[src/source/pma_settings.svh]
// Build-time settings for the PMA checker.
// Only one configuration is built, so these are macros and not parameters.
// The region index type in pma_pkg is 3 bits wide and must cover the count.

`ifndef PMA_SETTINGS_SVH
`define PMA_SETTINGS_SVH

// Number of runtime-programmable address regions
`define PMA_NUM_REGIONS 8

// Inclusive byte bounds of the debug module window
// A debug-mode access in here bypasses the region bank
`define PMA_DM_START 32'h1A11_0000
`define PMA_DM_END   32'h1A11_0FFF

`endif

[src/source/pma_pkg.sv]
// Shared types for the PMA checker.
// Region bounds count 4-byte words, so the byte value of a bound is 34 bits
// wide and an exclusive upper bound can reach 2^32.

package pma_pkg;

  // Byte address of a request
  typedef logic [31:0] pma_addr_t;

  // Region bound in words, shift left by two for the byte value
  typedef logic [31:0] pma_word_addr_t;

  // Attribute vector, bit positions below
  typedef logic [3:0] pma_attr_t;

  // Index into the region bank
  typedef logic [2:0] pma_region_idx_t;

  // Main memory, as opposed to I/O
  localparam int PMA_ATTR_MAIN       = 0;

  // Writes may be buffered on the way out
  localparam int PMA_ATTR_BUFFERABLE = 1;

  // Accesses may be cached
  localparam int PMA_ATTR_CACHEABLE  = 2;

  // Memory carries integrity checking
  localparam int PMA_ATTR_INTEGRITY  = 3;

endpackage

[src/source/pma_resolve.sv]
// Result stage of the PMA checker, stage 2.
// Picks the lowest-index hit, applies the debug window override and the
// default of all attributes cleared, then derives the allow bit.
// Fetches need main memory. Data accesses to I/O must be aligned and
// outside push/pop sequences.

`timescale 1ns/1ps

`include "pma_settings.svh"

module pma_resolve (
  input  logic                        clk,
  input  logic                        rst_i,

  input  logic                        s1_valid_i,
  input  pma_pkg::pma_addr_t          s1_addr_i,
  input  logic                        s1_instr_i,
  input  logic                        s1_load_i,
  input  logic                        s1_dbg_i,
  input  logic                        s1_misaligned_i,
  input  logic                        s1_pushpop_i,

  input  logic [`PMA_NUM_REGIONS-1:0] hit_i,
  input  pma_pkg::pma_attr_t          attr_i [`PMA_NUM_REGIONS],

  output logic                        status_valid_o,
  output logic                        status_allow_o,
  output pma_pkg::pma_attr_t          status_attr_o
);

  // Debug module accesses are treated as plain main memory
  localparam pma_pkg::pma_attr_t DBG_ATTR = pma_pkg::pma_attr_t'(1 << pma_pkg::PMA_ATTR_MAIN);

  logic               dm_window;
  logic               override_dm;
  logic               any_hit;
  pma_pkg::pma_attr_t hit_attr;
  pma_pkg::pma_attr_t eff_attr;
  logic               is_main;
  logic               allow_instr;
  logic               allow_data;
  logic               allow;

  assign dm_window   = (s1_addr_i >= `PMA_DM_START) && (s1_addr_i <= `PMA_DM_END);
  assign override_dm = s1_dbg_i && dm_window;

  // First match wins, so only take a region while nothing lower has hit
  always_comb begin
    any_hit  = 1'b0;
    hit_attr = '0;
    for (int i = 0; i < `PMA_NUM_REGIONS; i++) begin
      if (hit_i[i] && !any_hit) begin
        any_hit  = 1'b1;
        hit_attr = attr_i[i];
      end
    end
  end

  always_comb begin
    if (override_dm) begin
      eff_attr = DBG_ATTR;
    end else if (any_hit) begin
      eff_attr = hit_attr;
    end else begin
      eff_attr = '0;
    end
    // Buffering only makes sense for stores
    if (s1_instr_i || s1_load_i) begin
      eff_attr[pma_pkg::PMA_ATTR_BUFFERABLE] = 1'b0;
    end
  end

  assign is_main     = eff_attr[pma_pkg::PMA_ATTR_MAIN];
  assign allow_instr = is_main;
  assign allow_data  = is_main || (!s1_misaligned_i && !s1_pushpop_i);
  assign allow       = override_dm || (s1_instr_i ? allow_instr : allow_data);

  always_ff @(posedge clk) begin
    if (rst_i) begin
      status_valid_o <= 1'b0;
    end else begin
      status_valid_o <= s1_valid_i;
    end
  end

  always_ff @(posedge clk) begin
    if (s1_valid_i) begin
      status_allow_o <= allow;
      status_attr_o  <= eff_attr;
    end
  end

  // The debugger must always reach the debug module, whatever the regions say
  a_dm_always_allowed: assert property (
    @(posedge clk) disable iff (rst_i)
    (s1_valid_i && s1_dbg_i && dm_window) |=>
      (status_valid_o && status_allow_o && status_attr_o == DBG_ATTR)
  ) else $error("PMA refused a debug access to the debug module window");

endmodule

[config.mk]
export PLATFORM = sky130hd
export DESIGN_NAME = pma_resolve
export DESIGN_NICKNAME = d
export VERILOG_FILES = /design/src/source/pma_pkg.sv /design/src/source/pma_resolve.sv
export VERILOG_INCLUDE_DIRS = /design/src /design/src/source
export SDC_FILE = /design/constraint.sdc
export NUM_CORES = 1
export LEC_CHECK = 0
export BUFFER_PORTS_ARGS = -buffer_cell sky130_fd_sc_hd__buf_2
export CAP_MARGIN = 40
export CELL_PAD_IN_SITES_DETAIL_PLACEMENT = 1
export CELL_PAD_IN_SITES_GLOBAL_PLACEMENT = 2
export CORE_MARGIN = 2
export CORE_UTILIZATION = 13
export CTS_BUF_LIST = sky130_fd_sc_hd__clkbuf_8
export CTS_CLUSTER_DIAMETER = 200
export DETAILED_ROUTE_END_ITERATION = 8
export PLACE_DENSITY_LB_ADDON = 0.1
export SLEW_MARGIN = 20
export SYNTH_ARGS = -nofsm -noshare
export SYNTH_HDL_FRONTEND = slang
export SYNTH_SLANG_ARGS = --single-unit
[constraint.sdc]
create_clock -name clk -period 1.6 [get_ports clk]
set_clock_uncertainty 0.15 [all_clocks]
set_input_delay 0.16 -clock clk [delete_from_list [all_inputs] [get_ports clk]]
set_output_delay 0.16 -clock clk [all_outputs]
set_load 0.1 [all_outputs]
=== Word-level counts from Yosys, hierarchy flattened ===
Cells that the tools add are included.

* Bits in read-only memories: 0
* Output and inout port bits: 6
* RAM bits: 0
* Register bits: 6
* Memories: 0
* Bits of input ports: 80
* Bits in latches: 0
* Word-level logic and storage cells: 51

* Add/subtract/negate cells: 0
* Order comparisons: 2
* $mul: 0
* Bitwise gates (word level): 1
* Shift operators: 0
* Equal/unequal tests: 0
* Reduce and logical (&&, ||, !) cells: 24
* Muxes and demuxes: 19
* Divide/modulo/power cells: 0

{| class="wikitable"
|+ Operators by type and width
! kind !! count
|-
| greater-or-equal comparator 32 x 29 -> 1 bit (second input constant) || 1
|-
| less-or-equal comparator 32 x 29 -> 1 bit (second input constant) || 1
|-
| two-way mux 4 bit || 8
|-
| two-way mux 1 bit || 11
|-
| logical AND 1 bit || 10
|-
| zero test 1 bit || 9
|-
| logical OR 1 bit || 3
|-
| OR reduction 3 bit || 1
|-
| OR reduction 2 bit || 1
|-
| NOT 1 bit || 1
|}

=== Depth between registers and ports, before layout ===
Gate-level depths: netlist (run 1).

* Depth in word-level cells: 27
* Gate-level depth with buffers: 5

=== Least setup slack after synthesis (run 1) ===
No wires, ideal clock.

* Path type: input -> register
* Start: in hit_i[6]
* End: reg status_allow_o (data pin)
* Arrival time: 1.097 ns
* Library setup time: 0.266 ns
* Stages on the path: 5
* Buffers on the path: 1
* Data required time: 1.184 ns
* Setup slack: 0.088 ns
* Path through: buf_2 nand3b_1 a31oi_1 a211oi_1 or3b_1

* Longest elaborated chain between the ends: 10

{| class="wikitable"
|+ RTL lines
! item !! line !! RTL
|-
| from (decl) || pma_resolve.sv:23 || <nowiki>input logic [`PMA_NUM_REGIONS-1:0] hit_i,</nowiki>
|-
| logical AND 1 bit * || pma_resolve.sv:52 || <nowiki>if (hit_i[i] && !any_hit) begin</nowiki>
|-
| two-way mux 1 bit || pma_resolve.sv:52 ||
|-
| zero test 1 bit || pma_resolve.sv:52 ||
|-
| logical AND 1 bit || pma_resolve.sv:52 ||
|-
| two-way mux 4 bit / two-way mux 1 bit (equally long branches) || pma_resolve.sv:52 ||
|-
| two-way mux 1 bit * || pma_resolve.sv:62 || <nowiki>end else if (any_hit) begin</nowiki>
|-
| two-way mux 1 bit * || pma_resolve.sv:60 || <nowiki>if (override_dm) begin</nowiki>
|-
| logical OR 1 bit || pma_resolve.sv:75 || <nowiki>assign allow_data = is_main || (!s1_misaligned_i && !s1_pushpop_i);</nowiki>
|-
| two-way mux 1 bit * || pma_resolve.sv:76 || <nowiki>assign allow = override_dm || (s1_instr_i ? allow_instr : allow_data);</nowiki>
|-
| logical OR 1 bit * || pma_resolve.sv:76 ||
|-
| via allow || pma_resolve.sv:42 || <nowiki>logic allow;</nowiki>
|-
| to (signal assigned) || pma_resolve.sv:88 || <nowiki>status_allow_o <= allow;</nowiki>
|-
| to (decl) || pma_resolve.sv:27 || <nowiki>output logic status_allow_o,</nowiki>
|}

The timed path passes the listed nets; every way through them passes the cells marked *.
A chain may end at the register's enable or synchronous reset.

=== Worst setup path after layout (run 1) ===
* Start: in hit_i[0]
* End: reg status_attr_o[3] (data pin)

* Longest elaborated chain between the ends: 24

{| class="wikitable"
|+ RTL lines
! item !! line !! RTL
|-
| two-way mux 1 bit || pma_resolve.sv:52 ||
|-
| zero test 1 bit || pma_resolve.sv:52 ||
|-
| logical AND 1 bit || pma_resolve.sv:52 ||
|-
| two-way mux 1 bit || pma_resolve.sv:52 ||
|-
| zero test 1 bit || pma_resolve.sv:52 ||
|-
| logical AND 1 bit || pma_resolve.sv:52 ||
|-
| two-way mux 1 bit || pma_resolve.sv:52 ||
|-
| zero test 1 bit || pma_resolve.sv:52 ||
|-
| [... 8 more ...] || n/a ||
|-
| zero test 1 bit || pma_resolve.sv:52 ||
|-
| logical AND 1 bit || pma_resolve.sv:52 ||
|-
| two-way mux 1 bit || pma_resolve.sv:52 ||
|-
| zero test 1 bit || pma_resolve.sv:52 ||
|-
| logical AND 1 bit || pma_resolve.sv:52 ||
|-
| two-way mux 1 bit || pma_resolve.sv:52 ||
|-
| NOT 1 bit (no source line) || n/a ||
|-
| OR reduction 2 bit (no source line) || n/a ||
|-
| to (signal assigned) || pma_resolve.sv:89 || <nowiki>status_attr_o <= eff_attr;</nowiki>
|-
| to (decl) || pma_resolve.sv:28 || <nowiki>output pma_pkg::pma_attr_t status_attr_o</nowiki>
|}

Several ways; a longest one is shown, not always the timed one.

==> flow_metrics.py, run 1 <==
metrics = {
    "clocking": {
        "cts_buffer_depth": 2,
        "cts-root-buf": "clkbuf_8",
        "clkTransAtPathRegs_ns": 0.04,
        "cts_made_buffers": 3,
        "cts_setup_buffers": 0,
        "cts_sinks": 6,
        "h-tree-depth": 1,
        "cts_tree": "yes",
    },
    "sta": {
        "setup_tns_ns": 0,
        "fin_crit_ns": 1.50,
        "period_share": 0.940,
        "slew_viol_final": 0,
        "slew_headroom": 0.694,
        "rsz0062_at_grt": "true",
        "report.final.hold_viol_count": 0,
        "layout_setup_ws_ns": 0.0952,
        "setup_viol": 0,
        "tightest_slew_ns": 0.447,
        "fmax_mhz": 665,
    },
    "pwr": {
        "p_leak_nw": 0.593,
        "power_density_nw_per_um2": 584,
        "intPower_mw": 0.485,
        "switching_share": 0.362,
        "sequentialPowerShare": 0.250,
        "ir_drop_mv": 0.290,
        "p_clk_frac": 0.307,
        "combPwrFrac": 0.442,
        "switchingPower_mw": 0.275,
    },
    "finish": {
        "final_common_cell": "buf_2",
        "finalNonFillerCells": 245,
        "seq_area_um2": 170,
        "drive_gt1_frac": 0.583,
        "n_antenna_cell": 0,
        "fin_area_um2": 1300,
        "layout_common_cells": "buf_2, nand2_1, buf_4",
        "fin_util": 0.252,
        "area_growth_pct": 85.4,
        "nNetsFinal": 256,
        "fillers": 652,
        "multi_input_area_um2": 507,
    },
    "synth": {
        "avgSynthCellArea_um2": 7.89,
        "synth_edf_count": 5,
        "mappedNetlistArea_um2": 702,
        "ys_ff_latch": 6,
        "syn-num-nets": 169,
        "synth_area_leaders": "edfxtp_1, nand2_1, nand3b_1",
        "synthCells": 89,
        "async_flop_share": 0,
        "ys_types": 39,
        "yosys.area.top_type_share": 0.214,
        "synth_seq_area_share": 0.242,
        "ys_warn_count": 0,
        "synth_area_leader_cell": "edfxtp_1",
        "ys.flop_type": "edfxtp_1",
    },
    "global_route": {
        "grt_max_degree": 9,
        "grt_pass1_vias": 1066,
        "antenna_found_initial": 0,
        "grtUsageTotal": 0.104,
        "globalRouteOverflowTotal": 0,
        "grt_pass1_wl_um": 5060,
    },
    "setup_path": {
        "start_kind": "primary input",
        "cp_data_required_time_ns": 1.49,
        "crit_arrival_ns": 1.39,
        "worstSetupPathType": "primary input to flip-flop",
        "crit_fanout": 8,
        "endpoint_kind": "flip-flop",
    },
    "detailed_routing": {
        "drt_wl_total_um": 3140,
        "vias_per_cell": 4.09,
        "wl_met1_um": 1420,
        "highest_layer": "met4",
        "vias": 1002,
        "drcViolationCount": 0,
        "wire_per_inst_um": 12.8,
        "dr_wl_met3_um": 178,
        "drt-initial-drc-count": 18,
        "ant_nets": 0,
        "wl_met2_um": 1530,
        "firstDrtPassIters": 2,
    },
    "floorplanning": {
        "die_h_um": 77.5,
        "die_area_um2": 6000,
        "initial_core_util": 0.136,
        "die_w_um": 77.5,
        "ios": 86,
        "core_area_um2": 5170,
        "row_count": 26,
    },
    "placement": {
        "hpwl_um": 2810,
        "place_inst": 240,
        "place.gp.congestion": 0.717,
        "dp_slack_ns": -0.160,
        "port_buffers": 73,
        "dpl-instance-area_um2": 1220,
    },
    "worst_hold_path": {
        "hold_start": "s1_valid_i",
        "holdPathStages": 1,
        "holdPathEnd": "status_attr_o[1]",
        "timing.hold.worst.class": "primary input to flip-flop",
    },
    "status": {
        "status": "finished clean",
    },
    "run": {
        "max-cap-violations": 0,
    },
}
[cell type report]
| type | instances | share of cell area |
|---|---|---|
| Clock buffer | 3 | 0.0317 |
| Clock inverter | 1 | 0.00288 |
| Inverter | 3 | 0.00865 |
| Multi-Input combinational cell | 74 | 0.389 |
| Sequential cell | 6 | 0.131 |
| Tap cell | 70 | 0.0673 |
| Timing Repair Buffer | 88 | 0.369 |
[logic make-up after synthesis]
family	after synthesis	synth area share
buffers and inverters	9	0.0784
AOI/OAI and AO/OA	24	0.248
and+or+nand+nor	48	0.403
muxes	2	0.0285
DFF	6	0.242
[cell usage after synthesis (2+ instances only)]
cell	number
a2111oi_0	2
a211oi_1	2
a21oi_1	7
a31oi_1	2
buf_2	2
buf_4	2
edfxtp_1	5
inv_1	3
mux2i_1	2
nand2_1	15
nand3b_1	6
nor2_1	5
nor2b_1	4
nor3_1	2
nor3_2	3
nor4_1	3
o211ai_1	2
[worst max-delay path, stage by stage]
cell and delay [ns]:
buf_2 0.15, or3_4 0.42, nor3_2 0.19, o221ai_1 0.17
a211oi_1 0.30
[stage by stage]
step	power [mW]	hold slack (ns)
6_report	0.759	0.0786
5_1_grt	0.808	0.0886
4_1_cts	0.761	0.0823
3_5_place_dp	0.523	0.179
3_3_place_gp	0.517	0.167
2_1_floorplan	0.383	0.0816
[power by group through the flow]
stage / Sequential (mW) / Clock, mW / Combinational, mW
final: 0.190 / 0.234 / 0.336
after CTS: 0.190 / 0.238 / 0.333
after global placement: 0.192 / 0 / 0.325
after detailed placement: 0.193 / 0 / 0.330
after floorplan: 0.297 / 0 / 0.0854
after global routing: 0.191 / 0.253 / 0.365
[how the worst max path moves through the flow]
stage / from / to
4_1_cts: hit_i[1] / status_allow_o
2_1_floorplan: hit_i[6] / status_allow_o
6_report: hit_i[0] / status_attr_o[3]
3_5_place_dp: hit_i[1] / status_allow_o
5_1_grt: hit_i[0] / status_attr_o[3]
3_3_place_gp: hit_i[0] / status_attr_o[3]
[timing repair]
action | CTS | global route
hold buffers | 1 | 0
endpoints found under the setup margin | 0 | 2
gates resized for setup | 0 | 4
endpoints found under the hold margin | 1 | 0
[layer usage]
layer | vias to the layer above | track usage
met4 | 0 | 0.0214
met1 | 455 | 0.138
li1 | 510 | -
met5 | - | 0
met2 | 35 | 0.173
met3 | 2 | 0.0221
[sequential cells by signal (all words and copies together), names as in the netlist]
| register | cells |
|---|---|
| status_valid_o | 1 |
| status_allow_o | 1 |
| status_attr_o | 4 |
No activity file was read; power rests on OpenSTA's default activity.
==> run 2, diff against run 1 <==
--- a/config.mk
+++ b/config.mk
@@ -12,10 +12,10 @@
 export CELL_PAD_IN_SITES_GLOBAL_PLACEMENT = 2
 export CORE_MARGIN = 2
 export CORE_UTILIZATION = 13
-export CTS_BUF_LIST = sky130_fd_sc_hd__clkbuf_8
+export CTS_BUF_LIST = sky130_fd_sc_hd__clkbuf_16
 export CTS_CLUSTER_DIAMETER = 200
 export DETAILED_ROUTE_END_ITERATION = 8
-export PLACE_DENSITY_LB_ADDON = 0.1
+export PLACE_DENSITY_LB_ADDON = 0.08
 export SLEW_MARGIN = 20
 export SYNTH_ARGS = -nofsm -noshare
 export SYNTH_HDL_FRONTEND = slang
==> flow_metrics.py, run 2 (synthesis results as in run 1) <==
metrics = {
    "detailed_routing": {
        "drt-initial-drc-count": 31,
        "firstDrtPassIters": 4,
        "vias": 996,
        "wire_per_inst_um": 11.7,
        "ant_nets": 0,
        "drt_wl_total_um": 2940,
        "vias_per_cell": 3.95,
        "drcViolationCount": 0,
    },
    "clocking": {
        "cts_tree": "yes",
        "cts_sinks": 6,
        "cts_made_buffers": 3,
        "h-tree-depth": 1,
        "cts-root-buf": "clkbuf_16",
        "cts_setup_buffers": 0,
        "clkTransAtPathRegs_ns": 0.03,
        "cts_buffer_depth": 2,
    },
    "setup_path": {
        "worstSetupPathType": "primary input to flip-flop",
        "start_kind": "primary input",
        "critPathBufInv": 2,
        "slowest_delay_ns": 0.42,
        "slowest_stage": "a2111oi_1",
        "cp_data_required_time_ns": 1.41,
        "crit_arrival_ns": 1.30,
        "crit_family": "compound AO/OA/AOI/OAI gates",
        "endpoint_kind": "flip-flop",
        "crit_fanout": 7,
        "crit_path_cell_trace": "buf_2 > nor3_2 > nand2_1 > a2111oi_1 > buf_4 > a211oi_1",
    },
    "placement": {
        "port_buffers": 73,
        "hpwl_um": 2710,
        "place.gp.congestion": 0.725,
        "place_inst": 247,
    },
    "floorplanning": {
        "die_area_um2": 6000,
        "die_w_um": 77.5,
        "core_area_um2": 5170,
        "ios": 86,
        "row_count": 26,
        "initial_core_util": 0.136,
        "die_h_um": 77.5,
    },
    "sta": {
        "report.final.hold_viol_count": 0,
        "fmax_mhz": 673,
        "rsz0062_at_grt": "true",
        "period_share": 0.928,
        "slew_headroom": 0.673,
        "slew_viol_final": 0,
        "fin_crit_ns": 1.49,
        "setup_viol": 0,
        "tightest_slew_ns": 0.494,
    },
    "pwr": {
        "switching_share": 0.306,
        "ir_drop_mv": 0.264,
        "intPower_mw": 0.648,
        "p_clk_frac": 0.437,
        "p_leak_nw": 0.640,
        "p_total_mw": 0.934,
        "switchingPower_mw": 0.286,
        "combPwrFrac": 0.359,
        "power_density_nw_per_um2": 684,
        "sequentialPowerShare": 0.205,
    },
    "global_route": {
        "grt_pass1_vias": 1064,
        "grt_max_degree": 8,
        "antenna_found_initial": 0,
        "grt_pass1_wl_um": 4670,
        "globalRouteOverflowTotal": 0,
        "grtUsageTotal": 0.0957,
    },
    "finish": {
        "n_antenna_cell": 0,
        "drive_gt1_frac": 0.588,
        "fillers": 656,
        "largest_register_ffs": 4,
        "seq_area_um2": 170,
        "final_common_cell": "buf_2",
        "reg_top3": "status_attr_o: 4 flops, status_allow_o: 1 flops, status_valid_o: 1 flops",
        "layout_common_cells": "buf_2, buf_4, nand2_1",
        "nNetsFinal": 263,
        "area_growth_pct": 94.5,
        "multi_input_area_um2": 484,
        "finalNonFillerCells": 252,
        "top_register": "status_attr_o",
    },
    "status": {
        "status": "finished clean",
    },
    "worst_hold_path": {
        "timing.hold.worst.class": "primary input to flip-flop",
    },
    "run": {
        "max-cap-violations": 0,
    },
}
run 2: changes by cell type in the layout (fill, tap and decap cells not counted), moves of 2 or more:
| cell | previous run | this run |
|---|---|---|
| clkbuf_8 | 3 | 0 |
| clkbuf_16 | 0 | 3 |
| buf_4 | 14 | 21 |
| a2111oi_0 | 2 | 0 |
| a2111oi_2 | 0 | 2 |
run 2: layout make-up:
class                           count  share of cell area
Clock inverter                      1             0.00275
Multi-Input combinational cell     74               0.355
Timing Repair Buffer               95               0.390
Sequential cell                     6               0.125
Clock buffer                        3              0.0550
Inverter                            3             0.00825
Tap cell                           70              0.0642
run 2: final timing paths:
path	startpoint	cells after the start	to
worst max-delay path	hit_i[0]	6	status_attr_o[3]
worst min-delay path	s1_valid_i	1	status_attr_o[2]
run 2: timing repair:
item                                   in CTS  in global routing
gates resized for setup                     0                  3
hold buffers                                1                  0
endpoints found under the hold margin       1                  0
setup endpoints to repair                   0                  2
run 2: per-layer routing:
| layer | global-route usage | vias up | share of wire |
|---|---|---|---|
| met2 | 0.160 | 34 | 0.47 |
| li1 | - | 522 | - |
| met5 | 0 | - | 0 |
| met1 | 0.119 | 437 | 0.45 |
| met4 | 0.0214 | 0 | 0.0058 |
| met3 | 0.0314 | 3 | 0.075 |
run 2: metrics by stage:
stage               hold WS, ns  utilization  TNS (ns)  instance area [µm²]  setup slack, ns
floorplan                0.0816            -         0                  702           0.0877
global route              0.101        0.264  -0.00670                 1370         -0.00670
CTS                      0.0791        0.262         0                 1360           0.0286
detailed placement        0.172        0.245    -0.557                 1270           -0.204
global placement          0.168        0.245    -0.571                 1270           -0.209
finish                   0.0747        0.264         0                 1370            0.115
run 2: power by group through the flow:
stage	Clock (mW)	Combinational (mW)	Sequential (mW)
6_report	0.408	0.335	0.191
5_1_grt	0.424	0.364	0.193
4_1_cts	0.414	0.339	0.192
3_5_place_dp	0	0.337	0.194
3_3_place_gp	0	0.335	0.193
2_1_floorplan	0	0.0854	0.297
==> run 3, diff against run 2 <==
--- a/config.mk
+++ b/config.mk
@@ -11,7 +11,7 @@
 export CELL_PAD_IN_SITES_DETAIL_PLACEMENT = 1
 export CELL_PAD_IN_SITES_GLOBAL_PLACEMENT = 2
 export CORE_MARGIN = 2
-export CORE_UTILIZATION = 13
+export CORE_UTILIZATION = 14
 export CTS_BUF_LIST = sky130_fd_sc_hd__clkbuf_16
 export CTS_CLUSTER_DIAMETER = 200
 export DETAILED_ROUTE_END_ITERATION = 8
==> constraint.sdc (replaced) <==
create_clock -name clk -period 1.4 [get_ports clk]
set_clock_uncertainty 0.15 [all_clocks]
set_input_delay 0.14 -clock clk [delete_from_list [all_inputs] [get_ports clk]]
set_output_delay 0.14 -clock clk [all_outputs]
set_load 0.1 [all_outputs]
==> flow_metrics.py, run 3 (synthesis results as in run 1) <==
metrics = {
    "finish": {
        "area_growth_pct": 101,
        "drive_gt1_frac": 0.626,
        "final_common_cell": "buf_2",
        "largest_register_ffs": 4,
        "reg_top3": "status_attr_o: 4 flops, status_allow_o: 1 flops, status_valid_o: 1 flops",
        "top_register": "status_attr_o",
        "fin_area_um2": 1410,
        "layout_common_cells": "buf_2, buf_4, nand2_1",
        "fillers": 604,
        "nNetsFinal": 260,
        "n_antenna_cell": 0,
    },
    "setup_path": {
        "crit_arrival_ns": 1.31,
        "crit_family": "compound AO/OA/AOI/OAI gates",
        "crit_fanout": 6,
        "start_kind": "primary input",
        "slowest_delay_ns": 0.42,
        "critPathBufInv": 2,
        "cp_data_required_time_ns": 1.31,
        "endpoint_kind": "flip-flop",
        "worstSetupPathType": "primary input to flip-flop",
        "crit_start": "hit_i[1]",
        "crit_path_cell_trace": "buf_8 > or3_4 > buf_4 > o21ai_0 > o2bb2ai_1 > a211oi_2",
        "slowest_stage": "or3_4",
    },
    "sta": {
        "fin_crit_ns": 1.40,
        "report.final.hold_viol_count": 0,
        "slew_viol_final": 0,
        "setup_viol": 1,
        "hold_ws_ns": 0.0550,
        "slew_headroom": 0.675,
        "fmax_mhz": 713,
        "tightest_slew_ns": 0.492,
        "period_share": 1.00,
        "layout_setup_ws_ns": -0.00285,
        "rsz0062_at_grt": "true",
    },
    "clocking": {
        "cts_buffer_depth": 2,
        "cts_sinks": 6,
        "h-tree-depth": 1,
        "cts-root-buf": "clkbuf_16",
        "cts_tree": "yes",
        "clkTransAtPathRegs_ns": 0.03,
        "cts_made_buffers": 3,
    },
    "floorplanning": {
        "initial_core_util": 0.147,
        "die_w_um": 74.8,
        "die_h_um": 74.8,
        "ios": 86,
        "row_count": 25,
        "die_area_um2": 5600,
        "core_area_um2": 4790,
    },
    "placement": {
        "dpl-instance-area_um2": 1220,
        "hpwl_um": 2640,
        "port_buffers": 73,
        "place.gp.congestion": 0.777,
    },
    "status": {
        "violations": "negative setup slack",
        "status": "complete, but fails checks",
    },
    "detailed_routing": {
        "vias_per_cell": 4.19,
        "vias": 1031,
        "wire_per_inst_um": 12.4,
        "firstDrtPassIters": 4,
        "ant_nets": 0,
        "drt_wl_total_um": 3040,
        "drt-initial-drc-count": 20,
        "drcViolationCount": 0,
    },
    "global_route": {
        "grtUsageTotal": 0.109,
        "antenna_found_initial": 0,
        "grt_pass1_wl_um": 4650,
        "grt_max_degree": 9,
        "grt_pass1_vias": 1089,
        "globalRouteOverflowTotal": 0,
    },
    "pwr": {
        "p_leak_nw": 0.638,
        "power_density_nw_per_um2": 768,
        "ir_drop_mv": 0.314,
    },
    "worst_hold_path": {
        "timing.hold.worst.class": "primary input to flip-flop",
        "hold_start": "s1_valid_i",
        "holdPathEnd": "status_attr_o[2]",
        "holdPathStages": 1,
    },
    "run": {
        "max-cap-violations": 0,
    },
}
-- run 3: cell types whose count changed in the layout (fill, tap and decap cells not counted), moves of 2 or more --
| cell | before | now |
|---|---|---|
| buf_4 | 21 | 18 |
| a211oi_1 | 2 | 0 |
| a211oi_2 | 0 | 2 |
| buf_2 | 73 | 71 |
-- run 3: stage by stage --
step | worst slack, ns | setup TNS [ns] | cells | utilization | total power [mW]
2_1_floorplan | -0.00826 | -0.00826 | 89 | - | 0.445
3_3_place_gp | -0.227 | -0.840 | 238 | 0.255 | 0.591
3_5_place_dp | -0.305 | -1.13 | 238 | 0.255 | 0.596
4_1_cts | -0.00485 | -0.00485 | 243 | 0.277 | 1.07
5_1_grt | -0.0523 | -0.107 | 246 | 0.294 | 1.13
6_report | -0.00285 | -0.00285 | 246 | 0.294 | 1.08
-- run 3: how the worst max path moves through the flow --
stage / to / slack (ns) / depth (start not counted)
2_1_floorplan: status_allow_o / -0.008 / 5
3_3_place_gp: status_attr_o[2] / -0.23 / 5
3_5_place_dp: status_attr_o[3] / -0.30 / 5
4_1_cts: status_attr_o[2] / -0.005 / 5
5_1_grt: status_attr_o[3] / -0.05 / 6
6_report: status_attr_o[3] / -0.003 / 6
-- run 3: per-layer routing --
metal  wire length, µm  track usage
met1              1330        0.137
met2              1500        0.190
met3               187       0.0187
met4                19       0.0357
met5                 0            0
-- run 3: power by group --
group	internal [mW]	total [mW]	switching [mW]
Sequential	0.214	0.218	0.00359
Clock	0.370	0.460	0.0899
Combinational	0.162	0.403	0.241
-- run 3: area by class of cell --
cell class | count | area (µm²) | share of cell area
tap | 67 | 83.8 | 0.0596
inverter | 3 | 11.3 | 0.00800
clock buffer | 3 | 75.1 | 0.0533
sequential | 6 | 170 | 0.121
timing repair buffer | 92 | 527 | 0.374
multi-input combinational | 74 | 537 | 0.381
clock inverter | 1 | 3.75 | 0.00267
-- run 3: what timing repair did --
| action | 4_1_cts | 5_1_grt |
|---|---|---|
| hold endpoints to repair | 1 | 0 |
| endpoints found under the setup margin | 3 | 4 |
| pin swaps | 0 | 5 |
| hold buffers | 1 | 0 |
| gates resized for setup | 5 | 14 |
| setup buffers | 0 | 3 |
